[config.mk]
export PLATFORM = sky130hd
export DESIGN_NAME = cache_ram
export DESIGN_NICKNAME = d
export VERILOG_FILES = /design/src/cache_ram.sv
export SDC_FILE = /design/constraint.sdc
export NUM_CORES = 2
export LEC_CHECK = 0
export BUFFER_PORTS_ARGS = -buffer_cell sky130_fd_sc_hd__buf_2
export CORE_ASPECT_RATIO = 0.7
export CORE_MARGIN = 1
export CORE_UTILIZATION = 40
export DETAILED_ROUTE_END_ITERATION = 8
export PLACE_DENSITY = 0.55
export SYNTH_ARGS = -nofsm -noshare
export SYNTH_HDL_FRONTEND = slang
export SYNTH_SLANG_ARGS = --single-unit
export TNS_END_PERCENT = 10
[constraint.sdc]
create_clock -name clk -period 3.5 [get_ports clk]
set_clock_uncertainty 0.05 [all_clocks]
set_input_delay 0.175 -clock clk [delete_from_list [all_inputs] [get_ports clk]]
set_output_delay 0.175 -clock clk [all_outputs]
set_load 0.01 [all_outputs]
[src/cache_ram.sv]
`default_nettype none

module cache_ram #(
    parameter int unsigned INDEX_W = 7,
    parameter type         entry_t = logic [31:0]
) (
    input  logic               clk,
    input  logic [INDEX_W-1:0] raddr_i,
    input  logic [INDEX_W-1:0] waddr_i,
    input  logic               we_i,
    input  entry_t             wdata_i,
    output entry_t             rdata_o
);

    localparam int unsigned SETS = 1 << INDEX_W;

    entry_t mem [SETS];

    always_ff @(posedge clk) begin
        if (we_i) begin
            mem[waddr_i] <= wdata_i;
        end
        if (we_i && (waddr_i == raddr_i)) begin
            rdata_o <= wdata_i;         // collision returns the new entry
        end else begin
            rdata_o <= mem[raddr_i];
        end
    end

endmodule

`default_nettype wire

==> summary.md <==
| Metric | Value |
|---|---|
| Status | `finished with violations` |
| Max Fclk | `roughly 220 MHz` |
| CP required | `3.27 ns` |
| Cell with the most instances after synthesis | `edfxtp_1` |
| Minimum clock period | `4.53 ns` |
| Largest net degree at the start of global routing | `a little over 100` |
| CP max FO | `12` |
| Clock power share | `0.402` |
| Seq pwr share | `0.535` |
| Pint | `79600 uW` |
| Fin nets | `slightly below 7000` |
| Final period util | `1.29` |
| Wire length on met3 | `53700 um` |
| Die ar. | `392000 um2` |
| Post-route insts no fill | `approximately 12000` |
| Worst-Margin Slew | `roughly 1.3 ns` |
| Max clock buf depth | `4` |
| Ys async rst share | `0` |
| Startpoint type of the worst setup path | `flop` |
| Biggest register | `mem` |
| Placed cells | `roughly 11000` |
| Die H | `~520 um` |
| Vias per cell | `roughly 6` |
| Final Wtd Congestion | `between 0.8 and 0.9` |
| Syn avg cell area | `26.1 um2` |
| Main synth FF type | `edfxtp_1` |
| Num Clock Sinks | `about 4100` |
| Gate power share | `0.064` |
| Biggest area consumer among synthesized cells | `edfxtp_1` |
| Chip width | `748 um` |
| Largest registers | `mem (4096)` |
| First-pass GRT wire length | `615000 um` |
| Vias in the first global route | `~73000` |
| Layout cells sized above 1 | `0.381` |
| Htree depth | `5` |
| Relative slew slack | `0.118` |
| MaxCap Viol Count | `0` |
| Number of synthesized register bits | `around 4100` |
| Yosys top cell area share | `0.790` |
| Hold WS | `0.0928 ns` |
| FP Rows | `191` |
| Root Buffer | `clkbuf_16` |
| HPWL Detailed | `257000 um` |
| Clock Pin Slew Worst Setup and Hold Paths | `roughly 0.06 ns` |
| Setup ws final | `-1.03 ns` |
| Failing checks | `negative setup slack` |
| Post-Syn Nets | `6013` |
| Hold WC Path Type | `input port to flop` |
| Leak | `roughly 0.056 uW` |
| Ys Warns | `0` |
| CP arrival | `4.30 ns` |
| Via count | `74000` |
| Final WL | `between 400000 and 500000 um` |
| Psw | `22000 uW` |
| Final hold vios | `0` |
| Metal2 WL | `about 200000 um` |
| Fill cell count | `about 30000` |
| Cell variety after synth | `17` |
| Metal-1 WL | `between 150000 and 200000 um` |
| Initial antenna violation count | `84` |
| Crit. End Element | `output port` |
| Net Sw Frac | `0.217` |
| Area of placed instances | `about 170000 um2` |
| DRT Pass-1 Iters | `5` |
| Remaining DRCs | `0` |
| PwrDens | `553 nW/um2` |
| IO Pins | `80` |
| GRT overflow | `0` |
| Setup CP Type | `flop to output port` |
| Core area | `between 300000 and 400000 um2` |
| PortBufs | `between 70 and 80` |
| Setup violations, final | `32` |
| Final instance area | `~180000 um2` |
| TritonCTS buffer count | `381` |
| Initial DRC count | `about 12000` |
| Initial core utilization | `0.402` |
| Post-DRT Antenna Nets | `0` |
| Max FFs per register | `about 4000` |
| RSZ-0062 raised after global routing | `yes` |
| Syn Inst Count | `5965` |
| Synth top area cells | `edfxtp_1, mux4_2, clkbuf_1` |
| TritonCTS clock tree | `built` |
| WL/cell | `roughly 37 um` |
| Post-synth EDFFs | `between 4000 and 5000` |
| Peak supply drop | `between 0.0004 and 0.0005 V` |
| Total global-route track usage | `0.229` |
| Fin. max-slew vios | `0` |
| Synth-to-layout area growth | `17.8%` |
| Mapped Area | `~160000 um2` |
| Post-synthesis sequential area ratio | `0.790` |
| Post-synth top cells | `edfxtp_1, mux4_2, clkbuf_1, nor2_1, buf_2` |
| Highest Signal Layer | `met5` |
[power groups by stage]
stage	sequential, uW	clock (uW)	combinational (uW)
4_1_cts	54300	41400	6410
5_1_grt	54300	43200	6720
3_3_place_gp	55300	0	6030
3_5_place_dp	55400	0	6120
6_report	54300	40800	6470
2_1_floorplan	55300	0	2680
[final timing paths]
path / startpoint / end / slack, ns / depth (start not counted)
max: flop / rdata_o[7] / -1.03 / 9
min: waddr_i[0] / mem[78][30] / 0.09 / 3
[timing repair]
action / in CTS / in global routing
setup endpoints to repair: 32 / 32
pin swaps: 0 / 0
hold endpoints to repair: 2055 / 0
hold buffers: 54 / 0
gates cloned: 8 / 4
setup buffers: 38 / 10
resized for setup: 102 / 30
[metrics by stage]
step           setup TNS, ns  setup slack [ns]  total power [uW]   util
2_1_floorplan              0            0.0363             58000      -
3_3_place_gp           -3.02            -0.197             61400  0.438
5_1_grt               -33.88             -1.10            104000  0.474
6_report              -31.50             -1.03            102000  0.474
4_1_cts               -33.77             -1.11            102000  0.473
3_5_place_dp           -2.96            -0.187             61500  0.438
[worst max-delay path, cell delays in order (launching register included)]
cell	delay, ns
dfxtp_4	0.39
buf_6	0.14
buf_12	0.15
buf_16	0.17
buf_12	0.15
mux4_2	0.50
mux4_2	0.65
mux4_2	0.68
mux2_4	0.36
buf_6	0.13
[cell families after synthesis]
| family | count (synthesis) | synth area share |
|---|---|---|
| buffers and inverters | 316 | 0.00842 |
| muxes | 1376 | 0.197 |
| DFF | 4103 | 0.790 |
| and+or+nand+nor | 170 | 0.00447 |
[layout by cell type, fill, tap and decap left out, types with 2 or more instances in the layout]
cell	n
nand3_1	8
nand2_2	3
nor2_4	119
buf_12	274
buf_8	3
clkbuf_16	395
inv_6	7
dlygate4sd3_1	54
buf_2	21
nand2_1	11
bufinv_16	30
nand3_2	4
nor2b_1	7
nand2b_1	2
nor2_1	3
diode_2	23
clkinv_2	69
clkbuf_1	85
buf_6	48
clkinvlp_4	9
mux2_2	2
mux2_4	30
clkinv_1	94
nor3_2	9
mux4_2	1344
clkinv_8	2
buf_4	276
edfxtp_1	4096
dfxtp_4	6
buf_16	27
nand4_1	3
[metal layers]
layer | GRT usage | vias up
met5 | 0 | -
met4 | 0.0478 | 18
met3 | 0.0596 | 560
met2 | 0.328 | 4120
met1 | 0.356 | 41400
li1 | - | 27900
[cell type report]
cell class | count | area, um2 | area share
Timing Repair Buffer | 707 | 9630 | 0.0525
Clock buffer | 476 | 10100 | 0.0550
Antenna cell | 23 | 57.6 | 0.000314
Tap cell | 5114 | 6400 | 0.0349
Multi-Input combinational cell | 1546 | 32400 | 0.177
Clock inverter | 213 | 1790 | 0.00975
Sequential cell | 4103 | 123000 | 0.671
No activity file was read; power rests on OpenSTA's default activity.
