## src/dcache_pkg.sv

```systemverilog
`default_nettype none

package dcache_pkg;

    // line geometry
    localparam int unsigned WORDS_PER_LINE = 8;
    localparam int unsigned OFFSET_W       = 5;
    localparam int unsigned LINE_NUM_W     = 27;                       // addr[31:5]
    localparam int unsigned WORD_SEL_W     = $clog2(WORDS_PER_LINE);

    // request op encoding
    localparam logic OP_READ  = 1'b0;
    localparam logic OP_WRITE = 1'b1;

    typedef logic [31:0] word_t;

    // word 0 sits in the low bits
    typedef word_t [WORDS_PER_LINE-1:0] line_t;

    typedef struct packed {
        logic                  valid;
        logic [LINE_NUM_W-1:0] num;     // full line number, independent of set count
    } tagv_t;

    typedef struct packed {
        logic        op;                // read 0, write 1
        logic        uncached;
        logic [31:0] addr;
        logic [3:0]  wstrb;
        word_t       wdata;
    } cpu_req_t;

endpackage

`default_nettype wire

```

## src/dcache_writeback_buf.sv

```systemverilog
`default_nettype none

module dcache_writeback_buf
    import dcache_pkg::*;
#(
    parameter int unsigned INDEX_W = 7
) (
    input  logic                  clk,
    input  logic                  reset,
    input  logic                  load_i,
    input  line_t                 victim_line_i,
    input  logic [LINE_NUM_W-1:0] victim_num_i,
    input  logic                  wr_done_i,
    output logic                  wr_req_o,
    output logic [31:0]           wr_addr_o,
    output line_t                 wr_line_o,
    output logic                  busy_o
);

    typedef struct packed {
        logic [LINE_NUM_W-INDEX_W-1:0] tag;
        logic [INDEX_W-1:0]            index;
    } wb_addr_t;

    wb_addr_t addr_q;
    line_t    line_q;
    logic     pend_q;

    always_ff @(posedge clk) begin
        if (reset) begin
            pend_q <= 1'b0;
        end else if (load_i) begin
            pend_q <= 1'b1;
        end else if (wr_done_i) begin
            pend_q <= 1'b0;
        end
    end

    always_ff @(posedge clk) begin
        if (load_i) begin
            addr_q <= victim_num_i;
            line_q <= victim_line_i;
        end
    end

    assign wr_req_o  = pend_q;
    assign busy_o    = pend_q && !wr_done_i;   // refill may follow the done pulse
    assign wr_addr_o = {addr_q.tag, addr_q.index, {OFFSET_W{1'b0}}};
    assign wr_line_o = line_q;

endmodule

`default_nettype wire

```

## config.mk

```make
export PLATFORM = sky130hd
export DESIGN_NAME = dcache_writeback_buf
export DESIGN_NICKNAME = d
export VERILOG_FILES = /design/src/dcache_pkg.sv /design/src/dcache_writeback_buf.sv
export SDC_FILE = /design/constraint.sdc
export NUM_CORES = 1
export LEC_CHECK = 0
export ABC_AREA = 1
export BUFFER_PORTS_ARGS = -buffer_cell sky130_fd_sc_hd__buf_4
export CAP_MARGIN = 20
export CORE_AREA = 2 2 223 225
export CTS_BUF_LIST = sky130_fd_sc_hd__clkbuf_4 sky130_fd_sc_hd__clkbuf_8
export DETAILED_ROUTE_END_ITERATION = 10
export DIE_AREA = 0 0 225 227
export PLACE_DENSITY = 0.4
export SLEW_MARGIN = 20
export SYNTH_ARGS = -nofsm -noshare
export SYNTH_HDL_FRONTEND = slang
export SYNTH_SLANG_ARGS = --single-unit
```

## constraint.sdc

```tcl
create_clock -name clk -period 1.6 [get_ports clk]
set_input_delay 0.48 -clock clk [delete_from_list [all_inputs] [get_ports clk]]
set_output_delay 0.48 -clock clk [all_outputs]
set_load 0.02 [all_outputs]
```

==> run_results.csv <==
group,metric,value,unit
synth,synth-adder-area-share,0,%
cts,cts_buffers,51,
global_routing,grt-ovfl-total,0,
cts,clkTransAtPathRegs,60,ps
synth,netlist_area,8590,µm²
timing,grt_setup_unrepaired,"true",
cts,cts.sinks,284,
die,die_w,225,µm
worst_setup_path,crit_chain,"nand2_4, inv_2, buf_6",
power_and_ir_drop,ir_worst_vdd,0.975,mV
synth,synthTopCellsByArea,"edfxtp_1, buf_4, dfxtp_1",
finish,drive_gt1_share,54.0,%
min_path,hold_class,"in -> reg",
finish,diodes,0,
synth,synth_compound_area_share,0.102,%
worst_setup_path,cp_max_fo,2,
power_and_ir_drop,switching_share,24.3,%
finish,synthToLayoutAreaGrowth,117,%
die,die_y,227,µm
synth,yosysSeqAreaShare,99.2,%
worst_setup_path,endpoint_kind,"output pin",
power_and_ir_drop,p_leak,7.69,nW
cts,cts_buffer_depth,3,
die,ios,577,
cts,h-tree-depth,2,
global_routing,antenna_found_initial,1,
worst_setup_path,cp_num_buf_inv,2,
synth,muxShareOfSynthArea,0,%
route,viasPerCell,3.54,
finish,nets,1497,
finish,mostFrequentLayoutCells,"buf_4, buf_6, edfxtp_1, dlygate4sd3_1, clkbuf_8",
power_and_ir_drop,comb_power_share,17.7,%
worst_setup_path,arrival,1210,ps
cts,cts_root_buffer,"clkbuf_8",
route,antenna_left,0,
worst_setup_path,regToRegSetupSlack,860,ps
synth,synth_xor_area_share,0,%
global_routing,grt_pass1_vias,7484,
route,drtIter0Drc,152,
timing,finalSetupViolCount,120,
synth,synth-seq-cells,284,
synth,yosysWarnings,0,
die,dieArea,51100,µm²
power_and_ir_drop,power.internal,14.5,mW
run,cap_violations,0,
die,start_util,17.7,%
worst_setup_path,worstPathRequired,1120,ps
synth,synth_top_family_by_area,"buffers and inverters",
worst_setup_path,worstSetupPathType,"reg -> out",
timing,timing.final.ws_setup,-85.8,ps
power_and_ir_drop,net-switching-power,4.67,mW
timing,drv_slew,0,
synth,yosys.area_share.simple,0.0729,%
cts,insertion_delay,590,ps
timing,holdWs,76.7,ps
global_routing,grt_max_degree,54,
route,drc_errors,0,
power_and_ir_drop,power,19.2,mW
timing,max_freq,0.593,GHz
global_routing,grt_pass1_wl,44200,µm
worst_setup_path,max_stage_delay,330,ps
global_routing,track_usage,11.7,%
route,dr_total_vias,6588,
outcome,status,"complete, but fails checks",
worst_setup_path,crit_family,"flip-flops",
power_and_ir_drop,seqPwrFrac,47.6,%
synth,synth_cell_type_count,7,
finish,final_common_cell,"buf_4",
route,firstDrtPassIters,4,
timing,finalClockSkew,0,ps
die,core_area,48500,µm²
placement,portBuffers,571,
route,wl_per_cell,16.9,µm
outcome,violations,"setup timing",
synth,syn_inst,295,
placement,place.gp.congestion,0.733,
worst_setup_path,cp-start-kind,"flip-flop",
worst_setup_path,cp_slowest_cell,"dfxtp_2",
finish,postLayoutCoreUtil,38.4,%
route,drt-total-wl,31300,µm
timing,period_minus_slack,1690,ps
timing,hold_violations,0,
synth,syn_avg_cell_area,29.1,µm²
placement,hpwl,22500,µm
power_and_ir_drop,powerDensity,1030,nW/µm²
timing,fin_crit_sh,105,%
synth,synth_top_cell_by_area,"edfxtp_1",
power_and_ir_drop,clkPwrFrac,34.8,%
die,num_rows,81,
synth,synth_top_area_share,99.0,%
cts,cts_tree,"built",
==> flip-flops by register name, summed over array words and instances, names as in the netlist <==
name,flops
wr_line_o,256
wr_addr_o,27
wr_req_o,1
==> through the flow <==
stage          setup WS, ps  std cells  TNS (ps)  instance area, µm²
6_report              -85.8       1860     -1360               18600
5_1_grt                -170       1860    -25280               18600
4_1_cts                -172       1859    -26010               18600
3_5_place_dp            127       1504         0               13900
3_3_place_gp            106       1504         0               13900
2_1_floorplan           397        299         0                8600
==> power groups by stage <==
stage	Sequential [mW]	Clock, mW	Combinational (mW)
after CTS	9.13	7.04	3.42
final	9.13	6.68	3.39
after global placement	9.16	0	2.52
after detailed placement	9.16	0	2.52
after floorplan	9.93	0	0.0252
after global routing	9.19	7.32	3.56
==> kinds of logic after synthesis <==
| kind of cell | count (synthesis) |
|---|---|
| buffers and inverters | 8 |
| AND/OR/NAND/NOR | 1 |
| other | 1 |
| flip-flops | 284 |
| AO/OA/AOI/OAI | 1 |
==> metal layers <==
metal | vias to the layer above | routed length [µm] | GRT usage [%]
met4 | 2 | 966 | 5.13
li1 | 3018 | - | -
met3 | 68 | 3010 | 4.96
met1 | 3139 | 11100 | 12.3
met2 | 361 | 16300 | 20.5
met5 | - | 14 | 0
==> final timing paths <==
kind | from | to | cells past startpoint
worst max register to register | wr_req_o | wr_req_o | 3
worst max-delay path | wr_req_o | busy_o | 3
worst min register to register | wr_req_o | wr_req_o | 3
worst min-delay path | victim_line_i[215] | wr_line_o[215] | 1
==> cell type report <==
| class | count | area, µm² |
|---|---|---|
| clock buffers | 65 | 807 |
| repair buffers | 863 | 8340 |
| multi-input cells | 7 | 38.8 |
| clock inverters | 16 | 154 |
| inverters | 3 | 11.3 |
| well taps | 622 | 778 |
| flip-flops and latches | 284 | 8520 |
| fillers | 4538 | 29900 |
==> what timing repair did <==
| action | CTS | global route |
|---|---|---|
| gates resized for setup | 281 | 6 |
| endpoints found under the setup margin | 285 | 285 |
| pin swaps | 1 | 1 |
| hold buffers | 273 | 0 |
| buffers inserted | 1 | 1 |
| endpoints found under the hold margin | 273 | 0 |
==> cell usage after synthesis <==
| cell type | n |
|---|---|
| conb_1 | 1 |
| buf_4 | 5 |
| inv_1 | 3 |
| nand2_2 | 1 |
| dfxtp_1 | 1 |
| edfxtp_1 | 283 |
| a21oi_2 | 1 |
Power figures use the tool's default switching activity.
