## src/dcache_pkg.sv

```systemverilog
`default_nettype none

package dcache_pkg;

    // line geometry
    localparam int unsigned WORDS_PER_LINE = 8;
    localparam int unsigned OFFSET_W       = 5;
    localparam int unsigned LINE_NUM_W     = 27;                       // addr[31:5]
    localparam int unsigned WORD_SEL_W     = $clog2(WORDS_PER_LINE);

    // request op encoding
    localparam logic OP_READ  = 1'b0;
    localparam logic OP_WRITE = 1'b1;

    typedef logic [31:0] word_t;

    // word 0 sits in the low bits
    typedef word_t [WORDS_PER_LINE-1:0] line_t;

    typedef struct packed {
        logic                  valid;
        logic [LINE_NUM_W-1:0] num;     // full line number, independent of set count
    } tagv_t;

    typedef struct packed {
        logic        op;                // read 0, write 1
        logic        uncached;
        logic [31:0] addr;
        logic [3:0]  wstrb;
        word_t       wdata;
    } cpu_req_t;

endpackage

`default_nettype wire

```

## src/dcache_line_merge.sv

```systemverilog
`default_nettype none

module dcache_line_merge
    import dcache_pkg::*;
(
    input  line_t                 base_line_i,
    input  logic [WORD_SEL_W-1:0] word_sel_i,
    input  word_t                 wdata_i,
    input  logic [3:0]            wstrb_i,
    input  logic                  merge_i,
    output line_t                 line_o
);

    word_t old_word;
    word_t new_word;

    assign old_word = base_line_i[word_sel_i];

    // byte lanes under the strobes
    always_comb begin
        new_word = old_word;
        for (int b = 0; b < 4; b++) begin
            if (wstrb_i[b]) begin
                new_word[8*b +: 8] = wdata_i[8*b +: 8];
            end
        end
    end

    always_comb begin
        line_o = base_line_i;
        if (merge_i) begin
            line_o[word_sel_i] = new_word;
        end
    end

endmodule

`default_nettype wire

```

## config.mk

```make
export PLATFORM = sky130hd
export DESIGN_NAME = dcache_line_merge
export DESIGN_NICKNAME = d
export VERILOG_FILES = /design/src/dcache_pkg.sv /design/src/dcache_line_merge.sv
export SDC_FILE = /design/constraint.sdc
export NUM_CORES = 1
export LEC_CHECK = 0
export BUFFER_PORTS_ARGS = -buffer_cell sky130_fd_sc_hd__buf_4
export CORE_AREA = 2 2 217 219
export DETAILED_ROUTE_END_ITERATION = 10
export DIE_AREA = 0 0 219 221
export SLEW_MARGIN = 20
export SYNTH_ARGS = -nofsm -noshare
export SYNTH_HDL_FRONTEND = slang
export SYNTH_SLANG_ARGS = --single-unit
```

## constraint.sdc

```tcl
create_clock -name vclk -period 1.85
set_input_delay 0.37 -clock vclk [all_inputs]
set_output_delay 0.37 -clock vclk [all_outputs]
set_load 0.05 [all_outputs]
```

==> results of run 1 <==
## cell families after synthesis
group / count (synthesis) / share of synthesized area [%]
compound gates: 480 / 45.2
buf+inv: 157 / 11.6
mux: 96 / 13.1
simple gates: 435 / 30.1
## how the worst min path moves through the flow
stage	from	to	slack (ns)	cells after the start
CTS	base_line_i[142]	line_o[142]	1.08	4
floorplan	base_line_i[108]	line_o[108]	0.95	2
detailed placement	base_line_i[98]	line_o[98]	1.14	4
global placement	base_line_i[98]	line_o[98]	1.14	4
finish	base_line_i[142]	line_o[142]	1.08	4
global route	base_line_i[142]	line_o[142]	1.10	4
## power by group through the flow
stage          registers, mW  clock network [mW]  logic [mW]
3_3_place_gp               0                   0        5.71
4_1_cts                    0                   0        6.70
6_report                   0        0.0000000520        7.11
2_1_floorplan              0                   0        3.47
5_1_grt                    0                   0        7.34
3_5_place_dp               0                   0        5.75
## cell type report
type | instances | area (sq um) | area share (%)
antenna | 1 | 2.50 | 0.0113
inverter | 3 | 22.5 | 0.102
multi-input combinational | 1015 | 10800 | 48.6
tap | 607 | 759 | 3.44
timing repair buffer | 952 | 10600 | 47.8
## timing repair
action / 4_1_cts / 5_1_grt
hold endpoints to repair: 0 / 0
pin swaps: 96 / 66
setup endpoints to repair: 256 / 256
buffers inserted: 82 / 23
resized for setup: 532 / 360
gates cloned: 34 / 16
## layer usage
| layer | part of all wire (%) | GRT usage (%) | vias up | wire length [um] |
|---|---|---|---|---|
| met1 | 39 | 30.8 | 6658 | 26600 |
| met3 | 7.2 | 3.93 | 193 | 4950 |
| met4 | 5.0 | 9.46 | 2 | 3420 |
| li1 | - | - | 6059 | - |
| met2 | 49 | 44.4 | 828 | 33900 |
| met5 | 0.019 | 0 | - | 13 |
## through the flow
stage | TNS (ns) | util [%] | cell area (sq um)
floorplan | -90.50 | - | 10300
global placement | -134.59 | 37.2 | 17100
detailed placement | -140.09 | 37.2 | 17100
CTS | -85.43 | 44.7 | 20600
global route | -91.73 | 48.0 | 22100
finish | -81.42 | 48.0 | 22100
## cells in the final DEF (no fill, tap or decap), drive strengths merged, types with 2 or more instances in the layout
cell / netlist / final
clkbuf: 55 / 13
a21oi: 143 / 143
bufbuf: 0 / 4
nor2b: 34 / 34
a211oi: 15 / 15
nor4bb: 2 / 2
o21ai: 128 / 128
and4b: 2 / 2
nor2: 32 / 32
a21o: 17 / 17
inv: 3 / 2
o31ai: 128 / 128
and4: 64 / 64
nor3: 15 / 15
a2111oi: 32 / 32
nand2: 280 / 284
mux2i: 96 / 96
buf: 99 / 935
a311oi: 17 / 17
nand3: 2 / 2
## tightest hold or removal path, stage by stage
cell and delay [ns]:
buf_4 0.10, nand2_4 0.05, o31ai_4 0.05, buf_6 0.15
==> impl_metrics.toml, run 1 <==
[status]
status = "finished, violations left"
violations = "setup timing"

[timing]
grt_setup_unrepaired = "yes"
setup_viol = 256
finalCritPeriodShare_pct = 124
setup_ws_ns = -0.439
worst_slew_margin_rel_pct = 38.0
slew_violations = 0
hold_viol_final = 0
whs_ns = 1.08
fmax_mhz = 437
layout_min_cycle_time_ns = 2.29
worst_pin_slew_ns = 0.926

[setup_path]
worstPathArrival_ns = 1.92
crit_buf_inv = 6
setup.worst_path.start = "word_sel_i[0]"
critical_path_peak_fanout = 6
path_delay_family = "buffers and inverters"
path_cells = "buf_16 -> buf_12 -> buf_12 -> nor4b_4 -> buf_6 -> buf_12 -> o21ai_2 -> a21oi_2 -> buf_6"
start_kind = "input pin"
cp-end-kind = "primary output"
critPathSlowestCell = "nor4b_4"
cp_common_cell = "buf_12"
crit_path_end = "line_o[23]"
worstSetupPathType = "input pin to primary output"
path_depth = 9
max_stage_delay_ns = 0.31
critical_path_required_ns = 1.48

[power_and_ir_drop]
share_comb_of_total_power_pct = 100.0
irDropWorstVdd_mv = 0.200
netSwitchingPower_mw = 4.09
intPower_mw = 3.02
p_per_area_nw_per_um2 = 322
sw_frac_of_total_pct = 57.5
p_leak_nw = 9.12
seq_power_share_pct = 0
clkPwrFrac_pct = 0
finalPower_mw = 7.11

[die]
fp.dieH_um = 221
start_util_pct = 15.9
coreArea_sq_um = 46100
die_x_um = 219
dieArea_sq_um = 48400
row_count = 79
ios = 552

[detailed_routing]
wirelength_um = 68900
drc = 0
drt_pass1_iterations = 5
viasPerCell = 5.33
wire_per_inst_um = 26.7
vias = 13700
antenna_left = 0
dr.first_iter.drc_count = 953

[global_route]
grt_pass1_vias = 13900
grt_antenna_before_repair = 4
grt_usage_pct = 25.3
grt_pass1_wl_um = 92800
grt_max_degree = 33
overflow = 0

[job]
cap_viol_max_count = 0

[placement]
place_ws_ns = -0.692
hpwlAfterDp_um = 45500
gp_congestion = 0.935
io_buffers = 552
dp.cells = 2443

[yosys]
syn-num-nets = 1464
syn_inst = 1168
syn_area_per_cell_sq_um = 6.29
yosys.cell_count.top_type = "nand2_1"
synthDistinctLibCells = 32
yosysSeqAreaShare_pct = 0
synth_warnings = 0
yosysTopAreaCell = "nand2_1"
synthTopCellsByCount = "nand2_1, a21oi_1, o21ai_0, o31ai_1, mux2i_1"
yosys-top-cells-area = "nand2_1, mux2i_1, o31ai_1, a21oi_1, o21ai_0"
yosysTopAreaCellShare_pct = 14.2
syn_area_sq_um = 7350

[cts]
postCtsHoldBufs = 0

[final_layout]
clockBufferCount = 0
area_growth_pct = 201
seq_cell_count = 0
final_cells = 2578
drive_above_1_share_pct = 76.6
num-fill-cells = 4112
regArea_sq_um = 0
nNetsFinal = 2268

[hold_path]
hold_class = "input pin to primary output"
No activity file was read; power rests on OpenSTA's default activity.
==> run 2: changes to the inputs <==
- CORE_AREA: 2 2 217 219 -> 2 2 214 216
- DIE_AREA: 0 0 219 221 -> 0 0 216 218
- MAX_ROUTING_LAYER: unset -> met4
==> impl_metrics.toml, run 2 (synthesis gave the netlist of run 1 again) <==
[detailed_routing]
viasPerCell = 5.42
wirelength_um = 72700
vias = 14100
drc = 0
wire_per_inst_um = 27.9
dr.first_iter.drc_count = 1075
antenna_left = 0
wl_met2_um = 36100
wl_met1_um = 29000
drt_pass1_iterations = 5
wl_met3_um = 4900
top_layer = "met4"

[final_layout]
seq_cell_count = 0
final_core_util_pct = 51.7
layout_commonest_cell = "buf_4"
final_cells = 2609
area_growth_pct = 216
final_cell_mix = "buf_4, buf_6, nand2_1"
regArea_sq_um = 0
drive_above_1_share_pct = 77.8
diodes = 0
clockBufferCount = 0
nNetsFinal = 2307

[power_and_ir_drop]
irDropWorstVdd_mv = 0.167
p_per_area_nw_per_um2 = 318
p_leak_nw = 9.72
finalPower_mw = 7.38

[die]
dieArea_sq_um = 47100
start_util_pct = 16.4
row_count = 78
die_x_um = 216
coreArea_sq_um = 44900
ios = 552
fp.dieH_um = 218

[setup_path]
worstPathArrival_ns = 1.93
start_kind = "input pin"
cp-end-kind = "primary output"
critical_path_peak_fanout = 6
worstSetupPathType = "input pin to primary output"
critical_path_required_ns = 1.48

[job]
cap_viol_max_count = 0

[placement]
dp.cells = 2444
gp_congestion = 0.973
io_buffers = 552
place_ws_ns = -0.694
hpwlAfterDp_um = 46700

[timing]
grt_setup_unrepaired = "yes"
hold_viol_final = 0
setup_viol = 256
fmax_mhz = 434
worst_slew_margin_rel_pct = 43.6
whs_ns = 1.08
setup_ws_ns = -0.453
slew_violations = 0
finalCritPeriodShare_pct = 124
worst_pin_slew_ns = 0.844
layout_min_cycle_time_ns = 2.30

[global_route]
grt_max_degree = 35
grt_pass1_wl_um = 101000
grt_antenna_before_repair = 2
grt_pass1_vias = 14500
grt_usage_pct = 29.6
overflow = 0

[status]
violations = "setup timing"
status = "finished, violations left"

[cts]
postCtsHoldBufs = 0

[hold_path]
hold_class = "input pin to primary output"
holdPathStages = 4
==> run 2: changes by cell type in the layout (fill, tap and decap cells not counted), moves of 6 or more <==
cell | previous run | this run
buf_16 | 23 | 39
buf_12 | 101 | 109
o21ai_2 | 66 | 51
buf_6 | 298 | 320
o21ai_4 | 20 | 31
o21ai_1 | 21 | 14
clkbuf_16 | 13 | 4
a21oi_4 | 54 | 69
nand2_1 | 208 | 198
nand2_2 | 45 | 39
a21oi_2 | 82 | 66
o21ai_0 | 21 | 32
nand2_4 | 24 | 41
==> run 2: worst paths after layout <==
check / from / to
setup / recovery: word_sel_i[0] / line_o[75]
hold / removal: base_line_i[200] / line_o[200]
==> run 2: through the flow <==
stage | cell area (sq um) | TNS, ns
after floorplan | 10300 | -90.50
after global placement | 17200 | -132.69
after detailed placement | 17200 | -133.46
final | 23200 | -78.87
after global routing | 23200 | -89.45
after CTS | 22800 | -81.56
==> run 2: worst max-delay path, stage by stage <==
cell,delay (ns)
buf_16,0.13
buf_12,0.14
buf_6,0.11
nor4bb_4,0.31
buf_6,0.19
buf_6,0.12
buf_12,0.15
nand2_4,0.06
o21ai_4,0.11
a21oi_4,0.05
buf_6,0.15
==> run 2: metal layers <==
layer,track usage [%],vias to the layer above
met2,51.1,877
met5,-,-
met3,2.85,176
li1,-,6137
met1,36.8,6954
met4,7.63,0
==> run 2: power by group <==
part           switching, mW  internal (mW)  leakage (nW)  total, mW
combinational           4.22           3.15          9.72       7.38
clock                      0              0             0          0
sequential                 0              0             0          0
==> run 2: final cells by class <==
type / count / area [sq um]
inverters: 3 / 22.5
well taps: 600 / 751
repair buffers: 991 / 11300
multi-input cells: 1015 / 11100
fillers: 3882 / 21700
==> run 2: timing repair <==
item,CTS,global route
pin swaps,146,63
gates cloned,59,4
setup endpoints to repair,256,256
setup buffers,119,23
hold endpoints to repair,0,0
gates resized for setup,837,175
