==> src/dcache_pkg.sv <==
`default_nettype none

package dcache_pkg;

    // line geometry
    localparam int unsigned WORDS_PER_LINE = 8;
    localparam int unsigned OFFSET_W       = 5;
    localparam int unsigned LINE_NUM_W     = 27;                       // addr[31:5]
    localparam int unsigned WORD_SEL_W     = $clog2(WORDS_PER_LINE);

    // request op encoding
    localparam logic OP_READ  = 1'b0;
    localparam logic OP_WRITE = 1'b1;

    typedef logic [31:0] word_t;

    // word 0 sits in the low bits
    typedef word_t [WORDS_PER_LINE-1:0] line_t;

    typedef struct packed {
        logic                  valid;
        logic [LINE_NUM_W-1:0] num;     // full line number, independent of set count
    } tagv_t;

    typedef struct packed {
        logic        op;                // read 0, write 1
        logic        uncached;
        logic [31:0] addr;
        logic [3:0]  wstrb;
        word_t       wdata;
    } cpu_req_t;

endpackage

`default_nettype wire

==> src/dcache_ctrl.sv <==
`default_nettype none

module dcache_ctrl
    import dcache_pkg::*;
#(
    parameter int unsigned INDEX_W = 7
) (
    input  logic               clk,
    input  logic               reset,
    input  logic               req_valid_i,
    input  cpu_req_t           req_i,
    output logic               addr_ok_o,
    output logic               data_ok_o,
    input  logic [1:0]         way_match_i,
    input  logic               victim_way_i,
    input  logic               victim_dirty_i,
    input  logic               ret_valid_i,
    input  logic               wb_busy_i,
    input  logic               uc_rvalid_i,
    input  logic               uc_bvalid_i,
    output cpu_req_t           req_o,
    output logic [INDEX_W-1:0] read_index_o,
    output logic [1:0]         data_we_o,
    output logic [1:0]         tag_we_o,
    output logic               merge_sel_o,
    output logic               wb_load_o,
    output logic               touch_o,
    output logic               touch_way_o,
    output logic               fill_o,
    output logic               fill_way_o,
    output logic               set_dirty_o,
    output logic               clean_o,
    output logic               rd_req_o,
    output logic               uc_ren_o,
    output logic               uc_wen_o,
    output logic [1:0]         rdata_sel_o
);

    typedef enum logic [2:0] {
        S_IDLE,                         // also the lookup cycle
        S_WB,
        S_REFILL,
        S_RET,
        S_UC
    } state_t;

    state_t   state_q;
    state_t   state_d;
    cpu_req_t req_q;
    logic     req_v_q;                  // lookup pending, only ever set in idle
    logic     way_q;                    // way being refilled
    logic     cached;
    logic     hit;
    logic     hit_way;

    assign cached  = req_v_q && !req_q.uncached;
    assign hit     = cached && (|way_match_i);
    assign hit_way = way_match_i[1];

    // a read hit frees the slot in its own lookup cycle
    assign addr_ok_o = req_valid_i && (state_q == S_IDLE)
                       && (!req_v_q || (hit && req_q.op == OP_READ));

    always_ff @(posedge clk) begin
        if (reset) begin
            state_q <= S_IDLE;
            req_v_q <= 1'b0;
            way_q   <= 1'b0;
        end else begin
            state_q <= state_d;
            req_v_q <= addr_ok_o;
            if (cached && !hit) begin
                way_q <= victim_way_i;
            end
        end
    end

    always_ff @(posedge clk) begin
        if (addr_ok_o) begin
            req_q <= req_i;
        end
    end

    always_comb begin
        state_d     = state_q;
        data_ok_o   = 1'b0;
        data_we_o   = 2'b00;
        tag_we_o    = 2'b00;
        wb_load_o   = 1'b0;
        touch_o     = 1'b0;
        fill_o      = 1'b0;
        set_dirty_o = 1'b0;
        clean_o     = 1'b0;
        rdata_sel_o = {1'b0, hit_way};
        case (state_q)
            S_IDLE: begin
                if (req_v_q && req_q.uncached) begin
                    state_d = S_UC;
                end else if (hit) begin
                    touch_o = 1'b1;
                    if (req_q.op == OP_WRITE) begin
                        data_we_o[hit_way] = 1'b1;
                        set_dirty_o        = 1'b1;
                    end else begin
                        data_ok_o = 1'b1;
                    end
                end else if (cached) begin
                    wb_load_o = victim_dirty_i;
                    state_d   = victim_dirty_i ? S_WB : S_REFILL;
                end
            end
            S_WB: begin
                if (!wb_busy_i) begin
                    state_d = S_REFILL;
                end
            end
            S_REFILL: begin
                if (ret_valid_i) begin
                    data_we_o[way_q] = 1'b1;
                    tag_we_o[way_q]  = 1'b1;
                    fill_o           = 1'b1;
                    set_dirty_o      = (req_q.op == OP_WRITE);
                    clean_o          = (req_q.op == OP_READ);
                    state_d          = S_RET;
                end
            end
            S_RET: begin
                data_ok_o   = (req_q.op == OP_READ);
                rdata_sel_o = {1'b0, way_q};
                state_d     = S_IDLE;
            end
            S_UC: begin
                rdata_sel_o = 2'b10;
                if (req_q.op == OP_READ && uc_rvalid_i) begin
                    data_ok_o = 1'b1;
                    state_d   = S_IDLE;
                end else if (req_q.op == OP_WRITE && uc_bvalid_i) begin
                    state_d = S_IDLE;
                end
            end
            default: state_d = S_IDLE;
        endcase
    end

    assign read_index_o = (state_q == S_IDLE) ? req_i.addr[OFFSET_W +: INDEX_W]
                                              : req_q.addr[OFFSET_W +: INDEX_W];

    assign req_o       = req_q;
    assign merge_sel_o = (state_q == S_REFILL);
    assign touch_way_o = hit_way;
    assign fill_way_o  = way_q;
    assign rd_req_o    = (state_q == S_REFILL);
    assign uc_ren_o    = (state_q == S_UC) && (req_q.op == OP_READ);
    assign uc_wen_o    = (state_q == S_UC) && (req_q.op == OP_WRITE);

endmodule

`default_nettype wire

==> config.mk <==
export PLATFORM = sky130hd
export DESIGN_NAME = dcache_ctrl
export DESIGN_NICKNAME = d
export VERILOG_FILES = /design/src/dcache_pkg.sv /design/src/dcache_ctrl.sv
export SDC_FILE = /design/constraint.sdc
export NUM_CORES = 1
export LEC_CHECK = 0
export ABC_AREA = 0
export BUFFER_PORTS_ARGS = -buffer_cell sky130_fd_sc_hd__buf_4
export CORE_ASPECT_RATIO = 0.9
export CORE_MARGIN = 2
export CORE_UTILIZATION = 46
export CTS_BUF_LIST = sky130_fd_sc_hd__clkbuf_8
export DETAILED_ROUTE_END_ITERATION = 8
export PLACE_DENSITY_LB_ADDON = 0.05
export SLEW_MARGIN = 20
export SYNTH_ARGS = -nofsm -noshare
export SYNTH_HDL_FRONTEND = slang
export SYNTH_SLANG_ARGS = --single-unit
==> constraint.sdc <==
create_clock -name clk -period 7.02 [get_ports clk]
set_clock_uncertainty 0.05 [all_clocks]
set_input_delay 0.702 -clock clk [delete_from_list [all_inputs] [get_ports clk]]
set_output_delay 0.702 -clock clk [all_outputs]
set_load 0.005 [all_outputs]
==> results by group <==
Min path
  • Beginning of the worst hold path: req_i[65]
  • Hold endpoint: req_o[65]
  • Hold depth: 1
  • Hold crit path type: input port to flip-flop

Detailed routing
  • Drt drc: 0
  • DR vias: approximately 1,900
  • Via density: 4.84
  • DRT iter0 DRCs: 50
  • First-pass DRT Iterations: 4
  • Antenna Violating Nets Remaining: 0
  • Wire per inst: between 15 and 20 um
  • Total routed wirelength: 6.24 mm

Synthesis
  • YS warnings: 0
  • Synth Flop Type: edfxtp_1
  • Post-Syn Area per Cell: 19.5 um2
  • Synth unique cells: 32
  • Post-synth ARST share: 0%
  • #FFs+latches synth: between 70 and 80
  • Post-synth EDFFs: 70
  • Mapped Cells: ~140
  • Post-Syn Area: 0.00263 mm2
  • Sequential area share after synthesis: between 80% and 90%
  • Syn nets: between 200 and 250

STA
  • Worst setup slack after layout: 4.04 ns
  • Setup Total Neg Slack: 0 ns
  • Count of final setup violators: 0
  • Final min period: slightly below 3 ns
  • Hold Vio Cnt, Final: 0
  • Worst Tran Pin Value: a little under 0.9 ns
  • Period Utilization, post-route: a little over two fifths
  • Hold_ws: approximately 0.48 ns
  • FMAX: 335 MHz
  • Slew margin rel.: slightly above 40%
  • Max Slew Vio Count: 0
  • RSZ-0062 raised after global routing: no

Setup path
  • R2R Path Start: state_q[2]
  • Worst Path Arrival: about 2.2 ns
  • Startpoint Class: flip-flop
  • Critical path startpoint: state_q[2]
  • WS Path Type: flip-flop to output port
  • R2r worst-path depth: 3
  • CP max FO: 13
  • FF-to-FF setup slack: between 4 and 5 ns
  • Critical path endpoint category: output port
  • Critical path cell sequence: nor3_2, nor3b_2, nand2_1, o22ai_1, buf_4
  • Crit path required time: 6.27 ns
  • Reg2Reg Capture Point: req_o[0]
  • CP peak stage delay: 0.76 ns
  • Slowest stage cell, crit path: nor3_2

Power and ir drop
  • Leakage: 1.82 nW
  • Power Internal: 0.000884 W
  • PD cells: approximately 270 mW/mm2
  • Sw Share: approximately 23%
  • Peak VDD IR: 0.177 mV
  • Clock share of power: ~30%
  • Net Switching: ~0.00026 W
  • Seq pwr share: between 50% and 60%
  • Comb power frac: about a fifth

Clock network
  • H-Tree Depth: 3
  • PostCTS Resize Cnt: 0
  • Clk buf depth: 2
  • Post-CTS setup buffers: 0
  • # hold bufs at CTS: 0
  • Clock Pin Slew Worst Setup and Hold Paths: around 0.07 ns
  • Worst skew pair latency: between 0.3 and 0.4 ns
  • Cts bufs inserted: 9
  • CTS tree: yes
  • CTS Root Cell: clkbuf_8
  • CTS Sinks: 75

GRT
  • Vias in the first global route: 1,776
  • Largest net degree at the start of global routing: 72
  • Grt ovf: 0
  • GRT Overall Usage: between 10% and 20%
  • Initial antenna violation count: 0
  • Met3 Use GR: between 10% and 20%
  • First-pass GRT wire length: approximately 9.0 mm
  • M1 GR Usage: 20.1%
  • Met2 usage: between 30% and 40%
  • Layer with the highest usage: met2

Placement
  • Post-DP Area: approximately 0.0040 mm2
  • IO Port Bufs: between 150 and 200
  • GPL Wtd Cong: between 0.7 and 0.8
  • DP Worst Slack: 4.40 ns
  • Detailed Place HPWL: 4.70 mm

Final layout
  • Commonest non-fill, non-tap cell in the layout: buf_4
  • Commonest non-fill, non-tap cells in the layout: 177 x buf_4, 70 x edfxtp_1, 9 x clkbuf_8
  • Layout cells sized above 1: 61.8%
  • Design area: between 0.004 and 0.005 mm2
  • Final core occ: about three quarters
  • Layout Nets: just under 400
  • Area grow syn2layout: 60.5%
  • # diodes: 0

Floorplan
  • Die span in x: ~84 um
  • Core Region: approximately 0.0056 mm2
  • Initial Util: about 47%
  • Die Span Y: ~76 um
  • Boundary pin count: 177
  • Die footprint: between 0.006 and 0.007 mm2
  • Row count: 26

Flow run
  • Total of max-cap violations: 0

Status
  • Status: finished, final reports clean
## cell usage after synthesis (2+ instances only)
cell | instances | area share, %
nor3_1 | 3 | 0.57
nor2_1 | 4 | 0.57
edfxtp_1 | 70 | 80
a21oi_1 | 3 | 0.57
mux2i_1 | 2 | 0.76
buf_2 | 4 | 0.76
and3_1 | 3 | 0.71
nor3b_2 | 3 | 1.4
nand2_1 | 5 | 0.71
or4_1 | 2 | 0.57
dfxtp_1 | 5 | 3.8
buf_4 | 2 | 0.57
o21ai_0 | 3 | 0.57
nor2b_1 | 2 | 0.48
mux2_1 | 7 | 3.0
## power groups by stage
stage          registers (W)  clock network [W]   logic, W
3_5_place_dp        0.000600                  0   0.000219
4_1_cts             0.000591           0.000350   0.000219
3_3_place_gp        0.000597                  0   0.000214
2_1_floorplan       0.000602                  0  0.0000665
6_report            0.000590           0.000340   0.000215
5_1_grt             0.000597           0.000370   0.000234
## metal layers
| metal | vias to the layer above | share of wire (%) | wire length [um] |
|---|---|---|---|
| met5 | - | 0 | 0 |
| met4 | 0 | 1.8 | 114 |
| met3 | 11 | 11 | 691 |
| met2 | 107 | 53 | 3290 |
| met1 | 887 | 34 | 2150 |
| li1 | 893 | - | - |
## layout make-up
cell class	count	area, um2
clock buffer	9	124
clock inverter	7	83.8
fill	389	1380
inverter	1	3.75
multi-input combinational	53	390
sequential	75	2200
tap	70	87.6
timing repair buffer	177	1330
## worst max-delay path: cells and delay by family (launching register included)
kind / cells / cell delay, ns
buffers and inverters: 1 / 0.13
AOI/OAI and AO/OA: 1 / 0.13
DFF: 1 / 0.39
and+or+nand+nor: 3 / 1.24
## registers in the layout, indices dropped and copies added, names as in the netlist
| register | cells |
|---|---|
| req_o | 70 |
| fill_way_o | 1 |
| req_v_q | 1 |
| state_q | 3 |
## logic make-up after synthesis
family | after synthesis | synth area share, %
AO/OA/AOI/OAI | 17 | 4.33
buffers and inverters | 7 | 1.47
flip-flops | 75 | 83.7
multiplexers | 9 | 3.76
AND/OR/NAND/NOR | 27 | 6.71
## how the worst max path moves through the flow
| stage | end | slack (ns) | depth (start not counted) |
|---|---|---|---|
| after global placement | data_we_o[0] | 4.47 | 5 |
| after floorplan | addr_ok_o | 3.60 | 3 |
| after CTS | data_we_o[0] | 4.02 | 5 |
| final | data_we_o[0] | 4.04 | 5 |
| after detailed placement | req_o[4] | 4.40 | 3 |
| after global routing | data_we_o[0] | 3.83 | 5 |
## through the flow
step | cells | total power (W)
global placement | 376 | 0.000811
CTS | 392 | 0.00116
global route | 392 | 0.00120
floorplan | 135 | 0.000669
finish | 392 | 0.00114
detailed placement | 376 | 0.000819
(Power assumes the default switching activity.)
